[src/hdl/splicer_defines.svh]
`ifndef SPLICER_DEFINES_SVH
`define SPLICER_DEFINES_SVH

// pixel format, one RGB pixel
`define SPLICER_PIXEL_W 24

// frame geometry in pixels
`define SPLICER_FRAME_W 8
`define SPLICER_FRAME_H 4

// two pixels travel in each beat
`define SPLICER_BEAT_PIXELS 2

// geometry in beats
`define SPLICER_LINE_BEATS (`SPLICER_FRAME_W / `SPLICER_BEAT_PIXELS)
`define SPLICER_FRAME_BEATS (`SPLICER_LINE_BEATS * `SPLICER_FRAME_H)

// enough bits to index every beat of a frame
`define SPLICER_ADDR_W 4

`endif
[src/hdl/buffer_pkg.sv]
`default_nettype none

`include "splicer_defines.svh"

package buffer_pkg;

  // beat index inside the frame buffer
  typedef logic [`SPLICER_ADDR_W-1:0] beat_addr_t;

  ////////////////////
  // state machines
  ////////////////////

  // write side: sync to start of frame, fill, then wait for the reader
  typedef enum logic [1:0] {wait_sof, fill, hold} write_state_t;

  // read side
  typedef enum logic {idle, drain} read_state_t;

endpackage

`default_nettype wire

[src/hdl/video_pkg.sv]
`default_nettype none

`include "splicer_defines.svh"

package video_pkg;

  ////////////////////
  // stream payload
  ////////////////////

  // one RGB pixel
  typedef logic [`SPLICER_PIXEL_W-1:0] pixel_t;

  // two pixels per beat, odd pixel in the upper half
  typedef logic [`SPLICER_BEAT_PIXELS*`SPLICER_PIXEL_W-1:0] beat_t;

endpackage

`default_nettype wire

[src/hdl/splicer_top.sv]
`default_nettype none

module splicer_top (
  input  wire logic              aclk,
  input  wire logic              aresetn,

  // input stream, tlast is recomputed and not used here
  input  wire video_pkg::beat_t  s_axis_tdata,
  input  wire logic              s_axis_tvalid,
  input  wire logic              s_axis_tuser,
  output logic                   s_axis_tready,
  input  wire logic              s_axis_tlast,

  // output stream
  output video_pkg::beat_t       m_axis_tdata,
  output logic                   m_axis_tvalid,
  input  wire logic              m_axis_tready,
  output logic                   m_axis_tuser,
  output logic                   m_axis_tlast
);

  logic                   wr_en;
  buffer_pkg::beat_addr_t wr_addr;
  video_pkg::pixel_t      wr_pixel_even;
  video_pkg::pixel_t      wr_pixel_odd;
  logic                   rd_en;
  buffer_pkg::beat_addr_t rd_addr;
  video_pkg::pixel_t      rd_pixel_even;
  video_pkg::pixel_t      rd_pixel_odd;
  logic                   frame_ready;
  logic                   frame_free;

  frame_writer u_writer (
    .aclk          (aclk),
    .aresetn       (aresetn),
    .s_axis_tdata  (s_axis_tdata),
    .s_axis_tvalid (s_axis_tvalid),
    .s_axis_tuser  (s_axis_tuser),
    .frame_free    (frame_free),
    .s_axis_tready (s_axis_tready),
    .wr_en         (wr_en),
    .frame_ready   (frame_ready),
    .wr_addr       (wr_addr),
    .wr_pixel_even (wr_pixel_even),
    .wr_pixel_odd  (wr_pixel_odd)
  );

  ////////////////////
  // pixel banks
  ////////////////////

  pixel_bank u_bank_even (
    .aclk     (aclk),
    .wr_en    (wr_en),
    .rd_en    (rd_en),
    .wr_addr  (wr_addr),
    .rd_addr  (rd_addr),
    .wr_pixel (wr_pixel_even),
    .rd_pixel (rd_pixel_even)
  );

  pixel_bank u_bank_odd (
    .aclk     (aclk),
    .wr_en    (wr_en),
    .rd_en    (rd_en),
    .wr_addr  (wr_addr),
    .rd_addr  (rd_addr),
    .wr_pixel (wr_pixel_odd),
    .rd_pixel (rd_pixel_odd)
  );

  frame_reader u_reader (
    .aclk          (aclk),
    .aresetn       (aresetn),
    .frame_ready   (frame_ready),
    .rd_pixel_even (rd_pixel_even),
    .rd_pixel_odd  (rd_pixel_odd),
    .m_axis_tready (m_axis_tready),
    .rd_en         (rd_en),
    .rd_addr       (rd_addr),
    .m_axis_tdata  (m_axis_tdata),
    .m_axis_tvalid (m_axis_tvalid),
    .m_axis_tuser  (m_axis_tuser),
    .m_axis_tlast  (m_axis_tlast),
    .frame_free    (frame_free)
  );

endmodule

`default_nettype wire

[src/hdl/frame_reader.sv]
`default_nettype none

`include "splicer_defines.svh"

module frame_reader (
  input  wire logic              aclk,
  input  wire logic              aresetn,
  input  wire logic              frame_ready,
  input  wire video_pkg::pixel_t rd_pixel_even,
  input  wire video_pkg::pixel_t rd_pixel_odd,
  input  wire logic              m_axis_tready,
  output logic                   rd_en,
  output buffer_pkg::beat_addr_t rd_addr,
  output video_pkg::beat_t       m_axis_tdata,
  output logic                   m_axis_tvalid,
  output logic                   m_axis_tuser,
  output logic                   m_axis_tlast,
  output logic                   frame_free
);

  localparam int line_beats = `SPLICER_LINE_BEATS;
  localparam buffer_pkg::beat_addr_t last_addr =
    buffer_pkg::beat_addr_t'(`SPLICER_FRAME_BEATS - 1);

  buffer_pkg::read_state_t state;
  buffer_pkg::beat_addr_t  addr;
  logic                    issued_all;
  logic                    pop;
  logic [1:0]              occupancy;
  video_pkg::beat_t        bank_beat;

  // beat coming back from the banks this cycle
  logic                    pend_valid;
  logic                    pend_user;
  logic                    pend_last;

  // skid entry behind the output register
  video_pkg::beat_t        skid_data;
  logic                    skid_valid;
  logic                    skid_user;
  logic                    skid_last;

  assign bank_beat = {rd_pixel_odd, rd_pixel_even};
  assign pop       = m_axis_tvalid && m_axis_tready;

  // beats held or in flight once this cycle's output leaves
  assign occupancy = 2'(m_axis_tvalid) + 2'(skid_valid) + 2'(pend_valid) - 2'(pop);

  assign rd_en   = (state == buffer_pkg::drain) && !issued_all && (occupancy < 2'd2);
  assign rd_addr = addr;

  ////////////////////
  // read FSM
  ////////////////////

  always_ff @(posedge aclk) begin
    if (!aresetn) begin
      state      <= buffer_pkg::idle;
      addr       <= '0;
      issued_all <= 1'b0;
      frame_free <= 1'b0;
    end else begin
      frame_free <= 1'b0;
      case (state)
        buffer_pkg::idle: begin
          if (frame_ready) begin
            addr       <= '0;
            issued_all <= 1'b0;
            state      <= buffer_pkg::drain;
          end
        end
        buffer_pkg::drain: begin
          if (rd_en) begin
            addr <= addr + 1'b1;
            if (addr == last_addr) begin
              issued_all <= 1'b1;
            end
          end
          // nothing left behind the beat that just left
          if (pop && issued_all && !skid_valid && !pend_valid) begin
            frame_free <= 1'b1;
            state      <= buffer_pkg::idle;
          end
        end
        default: state <= buffer_pkg::idle;
      endcase
    end
  end

  // markers follow the address of each read
  always_ff @(posedge aclk) begin
    if (!aresetn) begin
      pend_valid <= 1'b0;
    end else begin
      pend_valid <= rd_en;
    end
  end

  always_ff @(posedge aclk) begin
    if (rd_en) begin
      pend_user <= (addr == '0);
      pend_last <= ((int'(addr) % line_beats) == (line_beats - 1));
    end
  end

  ////////////////////
  // output and skid
  ////////////////////

  always_ff @(posedge aclk) begin
    if (!aresetn) begin
      m_axis_tvalid <= 1'b0;
      m_axis_tuser  <= 1'b0;
      m_axis_tlast  <= 1'b0;
      skid_valid    <= 1'b0;
    end else if (!m_axis_tvalid || m_axis_tready) begin
      if (skid_valid) begin
        m_axis_tvalid <= 1'b1;
        m_axis_tuser  <= skid_user;
        m_axis_tlast  <= skid_last;
        skid_valid    <= pend_valid;
      end else begin
        m_axis_tvalid <= pend_valid;
        m_axis_tuser  <= pend_valid && pend_user;
        m_axis_tlast  <= pend_valid && pend_last;
      end
    end else if (pend_valid) begin
      // output stalled, park the returning beat
      skid_valid <= 1'b1;
    end
  end

  always_ff @(posedge aclk) begin
    if (!m_axis_tvalid || m_axis_tready) begin
      m_axis_tdata <= skid_valid ? skid_data : bank_beat;
    end
    if (pend_valid) begin
      skid_data <= bank_beat;
      skid_user <= pend_user;
      skid_last <= pend_last;
    end
  end

  // a stalled beat holds still
  assert property (@(posedge aclk) disable iff (!aresetn)
    (m_axis_tvalid && !m_axis_tready) |=>
      (m_axis_tvalid && $stable(m_axis_tdata) && $stable(m_axis_tuser)
       && $stable(m_axis_tlast)));

  // read pacing never lets a bank beat arrive into a full buffer
  assert property (@(posedge aclk) disable iff (!aresetn)
    (skid_valid && m_axis_tvalid && !m_axis_tready) |-> !pend_valid);

endmodule

`default_nettype wire

[src/hdl/pixel_bank.sv]
`default_nettype none

`include "splicer_defines.svh"

module pixel_bank (
  input  wire logic                   aclk,
  input  wire logic                   wr_en,
  input  wire logic                   rd_en,
  input  wire buffer_pkg::beat_addr_t wr_addr,
  input  wire buffer_pkg::beat_addr_t rd_addr,
  input  wire video_pkg::pixel_t      wr_pixel,
  output video_pkg::pixel_t           rd_pixel
);

  // one pixel per beat address
  video_pkg::pixel_t mem [`SPLICER_FRAME_BEATS];

  always_ff @(posedge aclk) begin
    if (wr_en) begin
      mem[wr_addr] <= wr_pixel;
    end
  end

  // registered read, data one cycle after rd_en
  always_ff @(posedge aclk) begin
    if (rd_en) begin
      rd_pixel <= mem[rd_addr];
    end
  end

endmodule

`default_nettype wire

[src/hdl/frame_writer.sv]
`default_nettype none

`include "splicer_defines.svh"

module frame_writer (
  input  wire logic                   aclk,
  input  wire logic                   aresetn,
  input  wire video_pkg::beat_t       s_axis_tdata,
  input  wire logic                   s_axis_tvalid,
  input  wire logic                   s_axis_tuser,
  input  wire logic                   frame_free,
  output logic                        s_axis_tready,
  output logic                        wr_en,
  output logic                        frame_ready,
  output buffer_pkg::beat_addr_t      wr_addr,
  output video_pkg::pixel_t           wr_pixel_even,
  output video_pkg::pixel_t           wr_pixel_odd
);

  localparam buffer_pkg::beat_addr_t last_addr =
    buffer_pkg::beat_addr_t'(`SPLICER_FRAME_BEATS - 1);

  buffer_pkg::write_state_t state;
  buffer_pkg::beat_addr_t   beat_addr;
  logic                     take;

  // buffer is busy while a stored frame waits to be read out
  assign s_axis_tready = (state != buffer_pkg::hold);
  assign take          = s_axis_tvalid && s_axis_tready;

  // before sync only a tuser beat is stored, the rest is dropped
  assign wr_en = take && ((state == buffer_pkg::fill) || s_axis_tuser);

  assign wr_addr       = beat_addr;
  assign wr_pixel_even = s_axis_tdata[`SPLICER_PIXEL_W-1:0];
  assign wr_pixel_odd  = s_axis_tdata[2*`SPLICER_PIXEL_W-1:`SPLICER_PIXEL_W];

  ////////////////////
  // write FSM
  ////////////////////

  always_ff @(posedge aclk) begin
    if (!aresetn) begin
      state       <= buffer_pkg::wait_sof;
      beat_addr   <= '0;
      frame_ready <= 1'b0;
    end else begin
      frame_ready <= 1'b0;
      case (state)
        buffer_pkg::wait_sof: begin
          // start beat lands at address 0
          if (wr_en) begin
            beat_addr <= beat_addr + 1'b1;
            state     <= buffer_pkg::fill;
          end
        end
        buffer_pkg::fill: begin
          if (wr_en) begin
            if (beat_addr == last_addr) begin
              beat_addr   <= '0;
              frame_ready <= 1'b1;
              state       <= buffer_pkg::hold;
            end else begin
              beat_addr <= beat_addr + 1'b1;
            end
          end
        end
        buffer_pkg::hold: begin
          if (frame_free) begin
            state <= buffer_pkg::wait_sof;
          end
        end
        default: state <= buffer_pkg::wait_sof;
      endcase
    end
  end

  // stored frame is protected until the reader releases it
  assert property (@(posedge aclk) disable iff (!aresetn)
    (state == buffer_pkg::hold) |-> !wr_en);

endmodule

`default_nettype wire

[config.mk]
export PLATFORM = sky130hd
export DESIGN_NAME = splicer_top
export DESIGN_NICKNAME = d
export VERILOG_FILES = /design/src/hdl/buffer_pkg.sv /design/src/hdl/video_pkg.sv /design/src/hdl/splicer_top.sv /design/src/hdl/frame_reader.sv /design/src/hdl/pixel_bank.sv /design/src/hdl/frame_writer.sv
export VERILOG_INCLUDE_DIRS = /design/src /design/src/hdl
export SDC_FILE = /design/constraint.sdc
export NUM_CORES = 1
export LEC_CHECK = 0
export BUFFER_PORTS_ARGS = -buffer_cell sky130_fd_sc_hd__buf_2
export CAP_MARGIN = 20
export CORE_MARGIN = 1.5
export CORE_UTILIZATION = 44
export DETAILED_ROUTE_END_ITERATION = 16
export GPL_ROUTABILITY_DRIVEN = 0
export SKIP_LAST_GASP = 1
export SYNTH_ARGS = -nofsm -noshare
export SYNTH_HDL_FRONTEND = slang
export SYNTH_SLANG_ARGS = --single-unit
[constraint.sdc]
create_clock -name aclk -period 5.67 [get_ports aclk]
set_clock_uncertainty 0.05 [all_clocks]
set_input_delay 0.8505 -clock aclk [delete_from_list [all_inputs] [get_ports aclk]]
set_output_delay 0.8505 -clock aclk [all_outputs]
set_load 0.01 [all_outputs]
==> flow_summary.ini <==
[run_status]
run_status = completed

[synthesis]
count_of_cell_types_in_the_netlist = 39
synth.top_cell.area_share = 0.7914
synth_fp_nets = 1567
synthesis.area_um2 = 34750
post-synth-top-area-cell = edfxtp_1
ys.warnings.count = 0
avgSynthCellArea_um2 = 23.09
seq_area_frac_synth = 0.8024
synth.top_cells.by_area = edfxtp_1, mux4_2, a22oi_1, mux2_2, dfxtp_1
ys_ff_latch = 935
netlist_instances = 1505

[layout]
most-common-layout-cells = edfxtp_1, mux4_2, buf_2
post-route-util = 0.5122
areaGrowthSynthToFinish_pct = 14.73
layout.cells.non_filler = 2789
most_common_library_cell_in_the_layout_ignoring_fill_and_taps = edfxtp_1
share_of_final_layout_standard_cells_stronger_than_drive_strength_1 = 0.3120
design.final.nets = 1736
finish.instance_area_um2 = 39870

[floorplan]
die-height_um = 284.0
floorplan.die.width_um = 284.0
design.core.area_um2 = 77850
design.die.area_um2 = 80680
fp-row-count = 102
design.portCount = 106
initial_utilization = 0.4464

[worst_setup_path]
rr_worst_depth = 4
worst_r2r_startpoint = u_reader.rd_addr[0]$_SDFFE_PN0P_
crit_arrival_ps = 3130
critPathRequiredTime_ps = 6000
critical_path.max_fanout = 36
crit_start = u_reader.rd_addr[0]$_SDFFE_PN0P_
timing_worst_setup_path_type = flip-flop to flip-flop
crit_path_capture_type = flip-flop
worstSetupStartpointType = flip-flop

[place]
place_area_um2 = 36690
dp_worst_setup_slack_ps = 2299
number_of_placed_instances_with_taps_included = 2613
post-dp-hpwl_um = 36960
buffer_ports.inserted = 104

[grt]
groute.usage.overall = 0.1797
antenna_found_initial = 10
first_global_vias = 16794
use_met1 = 0.2492
wire_length_of_the_first_global_routing_pass_um = 107400
grt_overflow = 0
gr-usage-met3 = 0.03441
grt_util_met2 = 0.2931
gr-max-usage-layer = met2
grt_max_degree = 77

[clocking]
ctsHtreeMaxLevel = 3
clk_path_buf_depth = 3
cts_made_buffers = 97
clkLatencyLatePin_ps = 640
cts_num_sinks = 935
cts.reportedPaths.clkPinSlew_ps = 60
clock_tree.root_cell = clkbuf_16
post_cts.resized_instances = 0
cts.repair_timing.setup_buffer_count = 0
cts_tree = yes
cts_hold_buf = 0

[timing]
slew_headroom = 0.2914
worstMarginPinSlew_ps = 1060
timing_hold_violations_final = 0
fmax_ghz = 0.3566
finalCritPeriodShare = 0.4946
grt_setup_unrepaired = false
finalWorstPathRequiredPeriod_ps = 2804
totalNegativeSetupSlack_ps = 0
finalMaxSlewViolations = 0
timing.final.setup_violations = 0
post-route-worst-setup-slack_ps = 2866

[power_and_ir_drop]
vdd.ir_drop.worst_mv = 0.2160
power_density_nw_per_um2 = 352.4
cellLeakagePower_nw = 12.40

[min_path]
hold_depth = 0
min_path_type = flip-flop to flip-flop
min_from = u_bank_even.rd_pixel[21]$_DFFE_PP_

[detailed_routing]
dr_total_vias = 15619
detail_route_antenna_nets = 0
drc = 0
wire_per_inst_um = 25.51
drt-vias-per-instance = 5.600
drt_wl_total_um = 71150
drt_first_pass_iters = 5
drt_first_iter_violations = 1403

[job]
timing.max_cap.violations = 0
[layer usage]
layer,vias to the layer above,share of wire
met1,8405,0.44
met3,105,0.057
li1,6701,-
met5,-,0.00069
met4,8,0.020
met2,400,0.49
[metrics by stage]
stage / total power [mW] / hold WS [ps]
after floorplan: 7.851 / 372.2
after global placement: 7.961 / 378.9
after detailed placement: 7.975 / 381.8
after CTS: 14.19 / 391.1
after global routing: 14.48 / 402.2
final: 14.05 / 393.2
[report_power, final]
group / leakage [nW] / switching [mW] / internal, mW
clock network: 1.52 / 2.56 / 3.67
registers: 8.49 / 0.0107 / 7.62
logic: 2.39 / 0.140 / 0.0575
[sequential cells by signal (all words and copies together) (netlist names), 2 cells and up]
signal                 cells
u_bank_even.mem          384
u_bank_odd.mem           384
u_reader.m_axis_tdata     48
u_reader.skid_data        48
u_bank_even.rd_pixel      24
u_bank_odd.rd_pixel       24
u_reader.rd_addr           4
u_writer.wr_addr           4
u_writer.state             2
[cell type report]
cell class	count	area (um^2)
antenna	2	5.005
clock buffer	116	2520
clock inverter	56	609.3
fill	6105	37980
inverter	8	30.03
multi-input combinational	487	6561
sequential	935	27900
tap	1040	1301
timing repair buffer	145	950.9
[cells by family after synthesis]
logic type               count (synthesis)  synth area share
buffers and inverters                   83           0.01271
multiplexers                           243            0.1412
adder cells (fa/ha/maj)                  9          0.003168
AND/OR/NAND/NOR                        121           0.01598
XOR/XNOR                                 3         0.0007562
AO/OA/AOI/OAI                          111           0.02380
flip-flops                             935            0.8024
[Yosys cell counts (all sizes together)]
cell type / n
o21ai: 3
a32oi: 1
inv: 8
a21o: 1
buf: 32
nand3b: 2
mux4: 192
mux2i: 3
nor2b: 4
o2111ai: 1
o31a: 1
nand4: 1
ha: 8
nand2b: 7
nor3b: 2
nand4b: 1
dfxtp: 19
nand2: 55
maj3: 1
a221oi: 2
clkbuf: 43
edfxtp: 916
o21a: 1
mux2: 48
nor3: 7
nand3: 8
xnor2: 3
and2: 9
or3b: 1
a21boi: 3
nor4b: 1
a21oi: 2
a22oi: 96
nor2: 23
[worst paths after layout]
| check | endpoint | slack [ps] |
|---|---|---|
| min | u_reader.skid_data[21]$_DFFE_PP_ | 390 |
| min reg2reg | u_reader.skid_data[21]$_DFFE_PP_ | 390 |
| max reg2reg | u_bank_odd.rd_pixel[11]$_DFFE_PP_ | 2870 |
| max | u_bank_odd.rd_pixel[11]$_DFFE_PP_ | 2870 |
[worst max-delay path, cell delays in order, from the launching register on]
cell and delay (ps):
dfxtp_4 790, buf_4 710, mux4_2 600, a22oi_1 250, nand2_1 110
No activity file was read; power rests on OpenSTA's default activity.
